## src/hdl/mm_ram_defines.svh

```systemverilog
// memory map and width macros
`ifndef MM_RAM_DEFINES_SVH
`define MM_RAM_DEFINES_SVH

`default_nettype none

// byte address width of the ram, 16 KiB
`define RAM_ADDR_WIDTH 14
// one instruction line is four words
`define INSTR_RDATA_WIDTH 128

// peripheral word addresses
`define STATUS_ADDR 32'h2000_0004
`define EXIT_ADDR 32'h2000_0010
`define TIMER_ADDR 32'h1500_0000

// codes written to the status address
`define TEST_PASS_CODE 32'd123456789
`define TEST_FAIL_CODE 32'd1

// timer command fields
`define IRQ_ID_WIDTH 5
`define TIMER_CNT_WIDTH 27

`default_nettype wire

`endif

```

## src/hdl/periph_pkg.sv

```systemverilog
// peripheral register types
`include "mm_ram_defines.svh"
`default_nettype none

package periph_pkg;

    // interrupt id as seen by the core
    typedef logic [`IRQ_ID_WIDTH-1:0] irq_id_t;

    // countdown value of the timer
    typedef logic [`TIMER_CNT_WIDTH-1:0] timer_cnt_t;

    // timer command word, id in the top bits
    typedef struct packed {
        irq_id_t    irq_id;
        timer_cnt_t count;
    } timer_cmd_t;

    // one mmio write word, decoded per target
    // status and exit take the raw word, timer takes a command
    typedef union packed {
        logic [31:0] raw;
        timer_cmd_t  timer;
    } mmio_wdata_u;

endpackage

`default_nettype wire

```

## src/hdl/vp_timer_irq.sv

```systemverilog
// timer interrupt peripheral
`include "mm_ram_defines.svh"
`default_nettype none

module vp_timer_irq (
    input  wire logic                     clk_i,
    input  wire logic                     rst_i,
    input  wire logic                     timer_we_i,
    input  wire periph_pkg::mmio_wdata_u  wdata_i,
    input  wire logic                     irq_ack_i,
    input  wire periph_pkg::irq_id_t      irq_id_i,
    output logic                          irq_o,
    output periph_pkg::irq_id_t           irq_id_o
);

    import periph_pkg::*;

    timer_cmd_t cmd;
    timer_cnt_t count_q;
    irq_id_t    load_id_q;
    irq_id_t    pend_id_q;
    logic       armed_q;
    logic       irq_q;

    // the written word read as a command
    assign cmd = wdata_i.timer;

    always_ff @(posedge clk_i) begin
        if (rst_i) begin
            armed_q   <= 1'b0;
            irq_q     <= 1'b0;
            pend_id_q <= '0;
        end else begin
            // ack must carry the pending id
            if (irq_q && irq_ack_i && irq_id_i == pend_id_q) begin
                irq_q <= 1'b0;
            end
            // expiry, irq shows count+1 cycles after the write
            if (armed_q) begin
                if (count_q == timer_cnt_t'(1)) begin
                    armed_q   <= 1'b0;
                    irq_q     <= 1'b1;
                    pend_id_q <= load_id_q;
                end else begin
                    count_q <= count_q - 1'b1;
                end
            end
            // a new command overrides the countdown
            if (timer_we_i) begin
                count_q   <= cmd.count;
                load_id_q <= cmd.irq_id;
                armed_q   <= (cmd.count != '0);
                // zero count disarms and drops a pending irq
                if (cmd.count == '0) begin
                    irq_q <= 1'b0;
                end
            end
        end
    end

    assign irq_o    = irq_q;
    assign irq_id_o = pend_id_q;

endmodule

`default_nettype wire

```

## config.mk

```make
export PLATFORM = sky130hd
export DESIGN_NAME = vp_timer_irq
export DESIGN_NICKNAME = d
export VERILOG_FILES = /design/src/hdl/periph_pkg.sv /design/src/hdl/vp_timer_irq.sv
export VERILOG_INCLUDE_DIRS = /design/src /design/src/hdl
export SDC_FILE = /design/constraint.sdc
export NUM_CORES = 1
export LEC_CHECK = 0
export ABC_AREA = 1
export CAP_MARGIN = 20
export CELL_PAD_IN_SITES_DETAIL_PLACEMENT = 1
export CELL_PAD_IN_SITES_GLOBAL_PLACEMENT = 1
export CORE_UTILIZATION = 45
export DETAILED_ROUTE_END_ITERATION = 6
export DONT_BUFFER_PORTS = 1
export GPL_ROUTABILITY_DRIVEN = 0
export PLACE_DENSITY_LB_ADDON = 0.08
export SKIP_CTS_REPAIR_TIMING = 1
export SKIP_LAST_GASP = 1
export SLEW_MARGIN = 10
export SYNTH_ARGS = -nofsm -noshare
export SYNTH_HDL_FRONTEND = slang
export SYNTH_SLANG_ARGS = --single-unit
```

## constraint.sdc

```tcl
create_clock -name clk_i -period 2.7 [get_ports clk_i]
set_clock_uncertainty 0.05 [all_clocks]
set_input_delay 0.27 -clock clk_i [delete_from_list [all_inputs] [get_ports clk_i]]
set_output_delay 0.27 -clock clk_i [all_outputs]
set_load 0.05 [all_outputs]
```

==> metrics.yaml <==
slowest_delay_ns: 0.46
holdPathEnd: "load_id_q[1]"
final_util_pct: 49.8
syn2layout_area_growth_pct: 7.08
coreArea_mm2: 0.00547
required_ns: 2.69
yosysWarnings: 0
overflow: 0
grt_pass1_vias: 2297
syn_inst: 351
cts_tree: "yes"
rsz0062_at_grt: "no"
ys_seq_elements: 39
seqCellArea_mm2: 0.00110
cts_sinks: 39
synth_area_mm2: 0.00255
port_buffers: 0
clk_path_buf_depth: 2
cts-root-buf: "clkbuf_8"
vias_per_cell: 5.27
insertedDiodeCount: 0
hold_viol: 0
place_area_mm2: 0.00262
timing.rr.end: "count_q[18]"
die_area_mm2: 0.00596
die_h_um: 77.2
grt_pass1_wl_um: 11000
slew_headroom_pct: 60.6
postSynthAreaPerCell_um2: 7.25
fin_area_mm2: 0.00273
arrival_ns: 2.25
drtPass1Iterations: 4
drtIter0Drc: 75
multi_input_area_mm2: 0.00129
cp_max_fo: 18
synth_nets: 394
drc: 0
clk_pin_slew_worst_paths_ns: 0.08
drt-wirelength-per-cell_um: 15.5
numCtsBuffers: 5
grt_antenna_before_repair: 0
clock_latency_ns: 0.29
fin_total_pwr_mw: 1.33
hp-start: "wdata_i[28]"
dp.cells: 418
ys_types: 28
crit_chain: "nor2_4 > nand4_1 > nor2_1 > nand2_1 > nand2_1 > nand2_1 > buf_4"
crit_type: "reg2reg"
final_nets: 397
endpoint_kind: "flip-flop"
p_leak_nw: 1.13
clock.fmax_mhz: 442
fin_tns_setup_ns: 0
ys_async_sr_fraction_pct: 0
finalCritPeriodShare_pct: 83.7
synth_edf_count: 32
min_path_cells: 0
yosysSeqAreaShare_pct: 43.2
die_x_um: 77.2
startpoint: "count_q[9]"
status: "finished, final reports clean"
fin_crit_ns: 2.26
grt_start_max_net_pins: 34
ant_nets: 0
wl_um: 6600
vias: 2249
crit_top_cell: "nand2_1"
power_density_mw_per_mm2: 486
crit_slowest_cell: "edfxtp_1"
n_fill_cell: 734
tightest_slew_ns: 0.591
hp-class: "in2reg"
startpoint_type: "flip-flop"
slew_violations: 0
io_pins: 47
cts_max_level: 2
fin_cells: 427
finalSetupViolations: 0
ff2ff_path_depth: 7
row_count: 27
grt.total_usage_pct: 23.9
regToRegSetupSlack_ns: 0.44
synth_top_flop_cell: "edfxtp_1"
drive_gt1_share_pct: 8.45
start_util_pct: 46.5
r2r-start: "count_q[9]"
hpwl_um: 5310
cap_violations: 0
ir_worst_vdd_uv: 403
-- placed cells by master, fill, tap and decap left out, types with 2 or more instances in the layout --
cell,synthesis,layout
or2_0,2,2
nand4_1,6,6
edfxtp_1,32,32
o21bai_1,4,4
nand2_4,2,2
o21ai_0,6,6
inv_1,34,34
nand3_1,32,32
nor2_1,72,72
nor2_4,5,5
clkbuf_8,0,5
xor2_1,6,6
clkinvlp_4,0,2
nand2_1,94,94
dfxtp_1,7,7
buf_4,0,2
ha_1,2,2
nand2_2,5,5
nor2_2,6,6
a21oi_1,19,19
o21ai_1,3,3
-- Yosys cell counts, types with 6 or more instances --
cell / count / share of area (%)
nand2_1: 94 / 14
nor2_1: 72 / 11
edfxtp_1: 32 / 38
dfxtp_1: 7 / 5.5
nand3_1: 32 / 6.3
inv_1: 34 / 5.0
xor2_1: 6 / 2.1
a21oi_1: 19 / 3.7
o21ai_0: 6 / 1.2
nor2_2: 6 / 1.5
nand4_1: 6 / 1.5
-- state kept, by name, indices dropped and copies added, names as in the netlist --
| signal | cells |
|---|---|
| count_q | 27 |
| irq_id_o | 5 |
| load_id_q | 5 |
| armed_q | 1 |
| irq_o | 1 |
-- metrics by stage --
step,hold WS [ns],worst slack [ns]
final,0.0138,0.440
after global routing,0.00195,0.312
after CTS,-0.0262,0.425
after detailed placement,0.293,0.457
after global placement,0.291,0.528
after floorplan,0.319,0.649
-- logic make-up after synthesis --
group / share of synthesized area (%)
xor+xnor: 2.41
simple gates: 40.0
buf+inv: 6.09
flops: 43.2
compound gates: 7.22
fa+ha+maj: 0.983
-- cell type report --
class                   count  area share [%]
multi-input cells         271            47.3
flip-flops and latches     39            40.4
inverters                  34            4.68
well taps                  72            3.30
clock buffers               5            2.52
repair buffers              3           0.918
clock inverters             3           0.872
-- where the power goes --
group          leakage, nW  switching [mW]  internal, mW
Sequential           0.364          0.0383         0.707
Combinational        0.723           0.114        0.0593
Clock               0.0408           0.223         0.185
-- critical path: cells and delay by family (launching register included) --
kind,cells,cell delay (ns)
buffers and inverters,1,0.34
DFF,1,0.46
and+or+nand+nor,6,1.15
-- how the worst max path moves through the flow --
stage / to / slack, ns
after floorplan: count_q[0] / 0.65
after global placement: count_q[19] / 0.53
after detailed placement: count_q[19] / 0.46
after CTS: count_q[7] / 0.42
after global routing: count_q[18] / 0.31
final: count_q[18] / 0.44
-- routing by layer --
metal  GRT usage [%]  share of wire (%)  vias up
li1                -                  -     1138
met1            30.7                 47     1071
met2            41.4                 49       33
met3            4.05                2.6        7
met4            6.04                1.4        0
met5               0                  0        -
No activity file was read; power rests on OpenSTA's default activity.
