==> src/hdl/mm_ram_defines.svh <==
// memory map and width macros
`ifndef MM_RAM_DEFINES_SVH
`define MM_RAM_DEFINES_SVH

`default_nettype none

// byte address width of the ram, 16 KiB
`define RAM_ADDR_WIDTH 14
// one instruction line is four words
`define INSTR_RDATA_WIDTH 128

// peripheral word addresses
`define STATUS_ADDR 32'h2000_0004
`define EXIT_ADDR 32'h2000_0010
`define TIMER_ADDR 32'h1500_0000

// codes written to the status address
`define TEST_PASS_CODE 32'd123456789
`define TEST_FAIL_CODE 32'd1

// timer command fields
`define IRQ_ID_WIDTH 5
`define TIMER_CNT_WIDTH 27

`default_nettype wire

`endif

==> src/hdl/periph_pkg.sv <==
// peripheral register types
`include "mm_ram_defines.svh"
`default_nettype none

package periph_pkg;

    // interrupt id as seen by the core
    typedef logic [`IRQ_ID_WIDTH-1:0] irq_id_t;

    // countdown value of the timer
    typedef logic [`TIMER_CNT_WIDTH-1:0] timer_cnt_t;

    // timer command word, id in the top bits
    typedef struct packed {
        irq_id_t    irq_id;
        timer_cnt_t count;
    } timer_cmd_t;

    // one mmio write word, decoded per target
    // status and exit take the raw word, timer takes a command
    typedef union packed {
        logic [31:0] raw;
        timer_cmd_t  timer;
    } mmio_wdata_u;

endpackage

`default_nettype wire

==> src/hdl/vp_status.sv <==
// test status and exit peripheral
`include "mm_ram_defines.svh"
`default_nettype none

module vp_status (
    input  wire logic                     clk_i,
    input  wire logic                     rst_i,
    input  wire logic                     status_we_i,
    input  wire logic                     exit_we_i,
    input  wire periph_pkg::mmio_wdata_u  wdata_i,
    output logic                          tests_passed_o,
    output logic                          tests_failed_o,
    output logic                          exit_valid_o,
    output logic [31:0]                   exit_value_o
);

    logic        passed_q;
    logic        failed_q;
    logic        exit_valid_q;
    logic [31:0] exit_value_q;

    // sticky flags, any other code is ignored
    always_ff @(posedge clk_i) begin
        if (rst_i) begin
            passed_q     <= 1'b0;
            failed_q     <= 1'b0;
            exit_valid_q <= 1'b0;
        end else begin
            if (status_we_i && wdata_i.raw == `TEST_PASS_CODE) begin
                passed_q <= 1'b1;
            end
            if (status_we_i && wdata_i.raw == `TEST_FAIL_CODE) begin
                failed_q <= 1'b1;
            end
            // one pulse per exit write
            exit_valid_q <= exit_we_i;
        end
    end

    // exit value stays until the next exit write
    always_ff @(posedge clk_i) begin
        if (exit_we_i) begin
            exit_value_q <= wdata_i.raw;
        end
    end

    assign tests_passed_o = passed_q;
    assign tests_failed_o = failed_q;
    assign exit_valid_o   = exit_valid_q;
    assign exit_value_o   = exit_value_q;

endmodule

`default_nettype wire

==> config.mk <==
export PLATFORM = sky130hd
export DESIGN_NAME = vp_status
export DESIGN_NICKNAME = d
export VERILOG_FILES = /design/src/hdl/periph_pkg.sv /design/src/hdl/vp_status.sv
export VERILOG_INCLUDE_DIRS = /design/src /design/src/hdl
export SDC_FILE = /design/constraint.sdc
export NUM_CORES = 1
export LEC_CHECK = 0
export BUFFER_PORTS_ARGS = -buffer_cell sky130_fd_sc_hd__buf_2
export CORE_AREA = 2 2 55 57
export CTS_BUF_LIST = sky130_fd_sc_hd__clkbuf_4 sky130_fd_sc_hd__clkbuf_8 sky130_fd_sc_hd__clkbuf_16
export CTS_CLUSTER_DIAMETER = 50
export DETAILED_ROUTE_END_ITERATION = 16
export DIE_AREA = 0 0 57 59
export GPL_TIMING_DRIVEN = 0
export PLACE_DENSITY = 0.79
export SETUP_SLACK_MARGIN = 0.05
export SLEW_MARGIN = 25
export SYNTH_ARGS = -nofsm -noshare
export SYNTH_HDL_FRONTEND = slang
export SYNTH_SLANG_ARGS = --single-unit
==> constraint.sdc <==
create_clock -name clk_i -period 2.4 [get_ports clk_i]
set_input_delay 0.48 -clock clk_i [delete_from_list [all_inputs] [get_ports clk_i]]
set_output_delay 0.48 -clock clk_i [all_outputs]
set_load 0.02 [all_outputs]
==> summary.md <==
| Metric | Value |
|---|---|
| Status | `complete, no violations` |
| Drt pass-1 iters | `4` |
| Final hold slack | `0.334 ns` |
| Root buf cell | `clkbuf_4` |
| Endpoints failing hold | `0` |
| Initial antenna violation count | `0` |
| Fin cells | `166` |
| Net Count, Synth | `93` |
| Post-route DRC | `0` |
| Share of cells above drive strength 1 | `58.5%` |
| Crit path cell chain | `buf_2` |
| Clock Power Share | `29.3%` |
| Placed Instance Area | `1550 sq um` |
| Leak | `0.675 nW` |
| DR WL/cell | `15.4 um` |
| Worst-margin pin slew | `0.704 ns` |
| RSZ-0062 raised after global routing | `no` |
| Net Sw Frac | `23.6%` |
| Post-CTS Hold Buffers | `0` |
| Max stage delay on crit path | `0.39 ns` |
| Antenna viol nets, final | `0` |
| CP Capture Type | `primary output` |
| Residual overflow from global routing | `0` |
| Setup Total Neg Slack | `0 ns` |
| WP buf/inv | `1` |
| Startpoint types | `flop` |
| Most frequent cells in the layout | `buf_2, edfxtp_1, nor4_1, clkbuf_4, nand4_1` |
| Gr usage total | `15.9%` |
| CTS tree | `done` |
| Power consumption | `1.24 mW` |
| Largest net degree at the start of global routing | `34` |
| WS Path Type | `flop to primary output` |
| Slowest cell on the critical path | `edfxtp_1` |
| Chip height | `59 um` |
| # clock sinks | `35` |
| Critical path data required time | `1.92 ns` |
| Worst Path Max Fanout | `1` |
| Critical path arrival | `0.89 ns` |
| Syn avg cell area | `20.4 sq um` |
| GP Congestion | `0.728` |
| #FFs+latches synth | `35` |
| Final setup fails | `0` |
| Max cap viols | `0` |
| Area grow syn2layout | `39.7%` |
| Vias/cell | `4.97` |
| Worst hold path type | `input pin to flop` |
| Distinct cells, synth | `14` |
| Pwr Density | `765 nW/um^2` |
| Fin Clk Skew | `0 ns` |
| Leading cell type in the layout, fill and taps excluded | `buf_2` |
| Post-CTS setup buffer count | `0` |
| Clock buffer depth | `2` |
| Internal power | `0.950 mW` |
| Cell area after layout | `1620 sq um` |
| First-pass GRT wire length | `3800 um` |
| Slew Limit Fails | `0` |
| NetSw | `0.293 mW` |
| Slew margin rel. | `53.0%` |
| Vias in the first global route | `807` |
| Fmax | `731 MHz` |
| Syn Inst Count | `57` |
| Worst-Skew Late Latency | `0.33 ns` |
| Delay-heaviest family, CP | `flip-flops` |
| Core ar. | `2710 sq um` |
| Max IR drop VDD | `0.509 mV` |
| PostCTS Resize Cnt | `0` |
| Rows | `19` |
| Placed wire-length estimate | `1980 um` |
| Yosys warning total | `0` |
| Inst Count DP | `158` |
| CTS H-Tree Depth | `2` |
| Clock-pin slew on the worst setup and hold paths | `0.10 ns` |
| Ant diodes | `0` |
| Ports | `71` |
| Vias | `825` |
| Total CTS buffers | `5` |
| Port Buffers | `70` |
| Die width | `57 um` |
| Initial drt markers | `22` |
| Nets | `170` |
| Cell Area, Synth | `1160 sq um` |
| Wirelength, routed | `2560 um` |
| Part of the power in registers | `58.3%` |
| Min Tclk post-route | `1.37 ns` |
| Die area | `3360 sq um` |
| Fin crit share | `57.0%` |
| Comb pwr share | `12.4%` |
| Register area share after synthesis | `87.8%` |
| Initial Utilization | `42.9%` |
[final cells by class]
type | instances | area (sq um)
repair buffers | 70 | 350
multi-input cells | 20 | 134
flip-flops and latches | 35 | 1020
clock buffers | 8 | 72.6
fillers | 218 | 1090
inverters | 2 | 7.51
well taps | 31 | 38.8
[synthesized netlist by cell type]
cell type / instances / area [sq um]
nand2_1: 1 / 3.75
nor3_1: 1 / 5.00
dfxtp_1: 3 / 60.1
o32ai_2: 1 / 16.3
nor2_1: 1 / 3.75
o32ai_1: 1 / 8.76
or4_1: 1 / 7.51
edfxtp_1: 32 / 961
nand3_1: 1 / 5.00
inv_1: 2 / 7.51
nand4_1: 5 / 31.3
nor2b_1: 1 / 6.26
nor4_1: 6 / 37.5
nor4b_1: 1 / 8.76
[power by group through the flow]
| stage | sequential (mW) | clock (mW) | combinational [mW] |
|---|---|---|---|
| finish | 0.724 | 0.364 | 0.155 |
| global route | 0.728 | 0.401 | 0.165 |
| CTS | 0.725 | 0.372 | 0.157 |
| detailed placement | 0.739 | 0 | 0.156 |
| global placement | 0.736 | 0 | 0.152 |
| floorplan | 0.799 | 0 | 0.00546 |
[routing by layer]
| layer | vias to the layer above | routed length (um) | track usage [%] | share of wire, % |
|---|---|---|---|---|
| met5 | - | 0 | 0 | 0 |
| met4 | 0 | 73 | 11.0 | 2.9 |
| met2 | 33 | 1480 | 26.4 | 58 |
| li1 | 394 | - | - | - |
| met3 | 8 | 140 | 5.46 | 5.5 |
| met1 | 390 | 861 | 17.3 | 34 |
[metrics by stage]
stage               utilization (%)  worst slack (ns)
finish                         59.9              1.03
global route                   59.9             0.985
CTS                            59.9              1.01
detailed placement             57.2             0.800
global placement               57.2             0.812
floorplan                         -             0.993
[cells by family after synthesis]
| group | Yosys count | synth area share (%) |
|---|---|---|
| buffers and inverters | 2 | 0.646 |
| AND/OR/NAND/NOR | 18 | 9.36 |
| flip-flops | 35 | 87.8 |
| AO/OA/AOI/OAI | 2 | 2.15 |
[state kept, by name (all words and copies together) (netlist names)]
signal / count
tests_failed_o: 1
tests_passed_o: 1
exit_value_o: 32
exit_valid_o: 1
[final timing paths]
check / start / to / slack (ns) / depth (start not counted)
worst max-delay path: exit_value_o[26] / exit_value_o[26] / 1.03 / 1
worst min-delay path: wdata_i[30] / exit_value_o[30] / 0.33 / 1
worst max register to register: tests_failed_o / tests_failed_o / 1.80 / 2
worst min register to register: tests_failed_o / tests_failed_o / 0.50 / 2
Power figures use the tool's default switching activity.
