$ cat src/hdl/mm_ram_defines.svh
// memory map and width macros
`ifndef MM_RAM_DEFINES_SVH
`define MM_RAM_DEFINES_SVH

`default_nettype none

// byte address width of the ram, 16 KiB
`define RAM_ADDR_WIDTH 14
// one instruction line is four words
`define INSTR_RDATA_WIDTH 128

// peripheral word addresses
`define STATUS_ADDR 32'h2000_0004
`define EXIT_ADDR 32'h2000_0010
`define TIMER_ADDR 32'h1500_0000

// codes written to the status address
`define TEST_PASS_CODE 32'd123456789
`define TEST_FAIL_CODE 32'd1

// timer command fields
`define IRQ_ID_WIDTH 5
`define TIMER_CNT_WIDTH 27

`default_nettype wire

`endif

$ cat src/hdl/mem_map_pkg.sv
// address map types
`include "mm_ram_defines.svh"
`default_nettype none

package mem_map_pkg;

    // decoded target of a data access
    typedef enum logic [2:0] {
        REGION_RAM    = 3'd0,
        REGION_STATUS = 3'd1,
        REGION_EXIT   = 3'd2,
        REGION_TIMER  = 3'd3,
        REGION_NONE   = 3'd4
    } mem_region_e;

    // word index into the ram
    typedef logic [`RAM_ADDR_WIDTH-3:0] ram_word_addr_t;

    // line index, four words per line
    typedef logic [`RAM_ADDR_WIDTH-5:0] ram_line_addr_t;

    // word offset inside a line
    typedef logic [1:0] ram_line_ofs_t;

endpackage

`default_nettype wire

$ cat src/hdl/mm_ram_ctrl.sv
// ram and peripheral access control
`include "mm_ram_defines.svh"
`default_nettype none

module mm_ram_ctrl (
    input  wire logic        clk_i,
    input  wire logic        rst_i,

    // instruction port handshake
    input  wire logic        instr_req_i,
    output logic             instr_gnt_o,
    output logic             instr_rvalid_o,

    // data port handshake and address
    input  wire logic        data_req_i,
    input  wire logic        data_we_i,
    input  wire logic [31:0] data_addr_i,
    output logic             data_gnt_o,
    output logic             data_rvalid_o,
    output logic [31:0]      data_rdata_o,

    // ram read word, one cycle after the request
    input  wire logic [31:0] ram_rdata_i,

    // per target write strobes
    output logic             ram_we_o,
    output logic             status_we_o,
    output logic             exit_we_o,
    output logic             timer_we_o
);

    import mem_map_pkg::*;

    mem_region_e region;
    mem_region_e rd_region_q;
    logic        instr_rvalid_q;
    logic        data_rvalid_q;
    logic        data_wr;

    // no back-pressure, a request is granted in its own cycle
    assign instr_gnt_o = instr_req_i;
    assign data_gnt_o  = data_req_i;

    // address decode, peripherals match on the word address
    always_comb begin
        if (data_addr_i[31:`RAM_ADDR_WIDTH] == '0) begin
            region = REGION_RAM;
        end else if (data_addr_i[31:2] == `STATUS_ADDR >> 2) begin
            region = REGION_STATUS;
        end else if (data_addr_i[31:2] == `EXIT_ADDR >> 2) begin
            region = REGION_EXIT;
        end else if (data_addr_i[31:2] == `TIMER_ADDR >> 2) begin
            region = REGION_TIMER;
        end else begin
            region = REGION_NONE;
        end
    end

    assign data_wr = data_req_i & data_we_i;

    // writes to REGION_NONE raise no strobe and are dropped
    assign ram_we_o    = data_wr & (region == REGION_RAM);
    assign status_we_o = data_wr & (region == REGION_STATUS);
    assign exit_we_o   = data_wr & (region == REGION_EXIT);
    assign timer_we_o  = data_wr & (region == REGION_TIMER);

    // response pipeline, one stage for each port
    always_ff @(posedge clk_i) begin
        if (rst_i) begin
            instr_rvalid_q <= 1'b0;
            data_rvalid_q  <= 1'b0;
            rd_region_q    <= REGION_NONE;
        end else begin
            instr_rvalid_q <= instr_req_i;
            data_rvalid_q  <= data_req_i;
            // only a read keeps its region, write responses carry zero
            if (data_req_i && !data_we_i) begin
                rd_region_q <= region;
            end else begin
                rd_region_q <= REGION_NONE;
            end
        end
    end

    assign instr_rvalid_o = instr_rvalid_q;
    assign data_rvalid_o  = data_rvalid_q;

    // ram word on a ram read, zero for everything else
    assign data_rdata_o = (data_rvalid_q && rd_region_q == REGION_RAM) ? ram_rdata_i : '0;

endmodule

`default_nettype wire

$ cat config.mk
export PLATFORM = sky130hd
export DESIGN_NAME = mm_ram_ctrl
export DESIGN_NICKNAME = d
export VERILOG_FILES = /design/src/hdl/mem_map_pkg.sv /design/src/hdl/mm_ram_ctrl.sv
export VERILOG_INCLUDE_DIRS = /design/src /design/src/hdl
export SDC_FILE = /design/constraint.sdc
export NUM_CORES = 1
export LEC_CHECK = 0
export ABC_AREA = 1
export BUFFER_PORTS_ARGS = -buffer_cell sky130_fd_sc_hd__buf_4
export CORE_MARGIN = 2
export CORE_UTILIZATION = 35
export DETAILED_ROUTE_END_ITERATION = 7
export MAX_ROUTING_LAYER = met4
export PLACE_DENSITY = 0.87
export SYNTH_ARGS = -nofsm -noshare
export SYNTH_HDL_FRONTEND = slang
export SYNTH_SLANG_ARGS = --single-unit
export TNS_END_PERCENT = 100
$ cat constraint.sdc
create_clock -name clk_i -period 2.97 [get_ports clk_i]
set_input_delay 0.594 -clock clk_i [delete_from_list [all_inputs] [get_ports clk_i]]
set_output_delay 0.594 -clock clk_i [all_outputs]
set_load 0.005 [all_outputs]
==> impl_metrics.tcl <==
set metrics [dict create \
    syn_nets 261 \
    switchingPower_uw 65.9 \
    power_density_nw_per_um2 151 \
    relSlewSlack_pct 37.4 \
    via_per_inst 4.21 \
    dieArea_um2 2880 \
    antenna_left 0 \
    cts_tree "built" \
    setup_viol 0 \
    grt_max_degree 33 \
    cts_max_path_buffers 2 \
    avgSynthCellArea_um2 4.49 \
    nets 367 \
    cp.required_ps 2380 \
    fp.dieH_um 53.6 \
    pwr-share-clk_pct 30.4 \
    yosys_register_bits 5 \
    syn_area_um2 862 \
    cts_num_sinks 5 \
    crit_family "simple AND/OR/NAND/NOR gates" \
    start_util_pct 37.9 \
    area_delta_synth_final_pct 96.4 \
    multi_input_area_um2 510 \
    dpl.hpwl_um 2610 \
    synth_xor_area_share_pct 0 \
    antennaDiodeCount 0 \
    crit_arrival_ps 1720 \
    p_seq_share_pct 27.2 \
    core_area_um2 2280 \
    cp_slowest_cell "nand2_1" \
    p_sw_share_pct 25.8 \
    post-cts-setup-buffers 0 \
    wl_met1_um 960 \
    crit_fanout 32 \
    h-tree-depth 1 \
    ioPinCount 109 \
    report.final.slew_viol_count 0 \
    syn-instance-count 192 \
    internal_power_uw 189 \
    dr_wl_met2_um 1520 \
    regArea_um2 100 \
    pwr-share-comb_pct 42.3 \
    maxCapViolCount 0 \
    synth_top_family_by_area "simple AND/OR/NAND/NOR gates" \
    drc 0 \
    yosysSeqAreaShare_pct 11.6 \
    wl_met3_um 390 \
    drive_gt1_share_pct 41.8 \
    antenna_found_initial 0 \
    synth_compound_area_share_pct 1.02 \
    cts_buffers 3 \
    wl_um 2900 \
    final_common_cell "buf_4" \
    grt_pass1_vias 1145 \
    muxShareOfSynthArea_pct 0 \
    wire_per_inst_um 8.91 \
    clockRootBuffer "clkbuf_4" \
    synth.distinct_cells 14 \
    synth-adder-area-share_pct 0 \
    grt_pass1_wl_um 4240 \
    startpoint_type "flop" \
    num_vias 1368 \
    worst_hold_slack_ps 526 \
    hold_violations 0 \
    power.leakage_nw 1.12 \
    cp_cell_sequence "nor3_1 -> nand2_1 -> nor2_1 -> buf_4" \
    clk_pin_slew_ps 40 \
    highest-signal-layer "met4" \
    yosys_warnings 0 \
    firstDrtPassIters 4 \
    tightestPinTransition_ps 936 \
    finalCriticalPeriod_ps 2310 \
    crit_type "flop to output port" \
    gp_congestion 0.815 \
    worstSetupEndpointType "output port" \
    rsz0062_at_grt "false" \
    hold_buffers 0 \
    critPathMaxStageDelay_ps 550 \
    post_cts_resized 0 \
    synthSimpleGateAreaFrac_pct 58.2 \
    total_power_uw 255 \
    status "completed" \
    vdd_drop_max_v 0.000186 \
    max_freq_ghz 0.432 \
    numPortBuffers 106 \
    grt_remaining_overflow 0 \
    tns_ps 0 \
    timing.final.crit_share_pct 77.9 \
    layout_common_cells "buf_4 (106), nor2_1 (68), inv_1 (58)" \
    fillers 208 \
    grt_usage_pct 20.3 \
    fp-row-count 17 \
    die_w_um 53.6 \
    drt_iter0_markers 8 \
    hold_path_class "primary input to flop" \
    cp_num_buf_inv 1 \
]
[power groups by stage]
| stage | clock network (mW) | logic, mW | registers, mW |
|---|---|---|---|
| 4_1_cts | 0.0799 | 0.109 | 0.0695 |
| 6_report | 0.0777 | 0.108 | 0.0695 |
| 3_5_place_dp | 0 | 0.109 | 0.0707 |
| 3_3_place_gp | 0 | 0.106 | 0.0707 |
| 5_1_grt | 0.0832 | 0.121 | 0.0695 |
| 2_1_floorplan | 0 | 0.0317 | 0.0707 |
[per-layer routing]
layer	vias up	track usage (%)
met5	-	-
met4	0	5.13
met3	4	6.94
met2	66	41.8
met1	568	16.9
li1	730	-
[path summary, 6_finish.rpt]
path | start | to | slack, ps | depth (start not counted)
min | rst_i | instr_rvalid_o$_SDFF_PP0_ | 530 | 2
max | rd_region_q[2]$_SDFF_PP1_ | data_rdata_o[29] | 660 | 4
[sequential cells by signal, summed over array words and instances, names as in the netlist]
name,count
rd_region_q,3
data_rvalid_o,1
instr_rvalid_o,1
[area by class of cell]
class                      instances  share of cell area [%]
sequential                         5                    5.91
timing repair buffer             106                    47.0
inverter                          60                    13.3
clock buffer                       4                    1.55
tap                               28                    2.07
multi-input combinational        122                    30.2
[metrics by stage]
stage	area (µm²)	setup slack, ps	cells	utilization [%]
floorplan	862	1130	192	-
global placement	1670	841	321	73.2
detailed placement	1670	837	321	73.2
CTS	1690	654	325	74.4
global route	1690	496	325	74.4
finish	1690	657	325	74.4
[synth_stat cells, drive strengths merged]
library cell  number  area share, %
buf                2            1.7
clkbuf             3            1.3
nand3              4            2.3
dfxtp              5             12
a21oi              1            1.0
inv               60             26
nor3               4            2.9
nand2             36             16
nor2              77             37
[kinds of logic after synthesis]
kind of cell,Yosys count
simple gates,121
buf+inv,65
flops,5
compound gates,1
No activity file was read; power rests on OpenSTA's default activity.
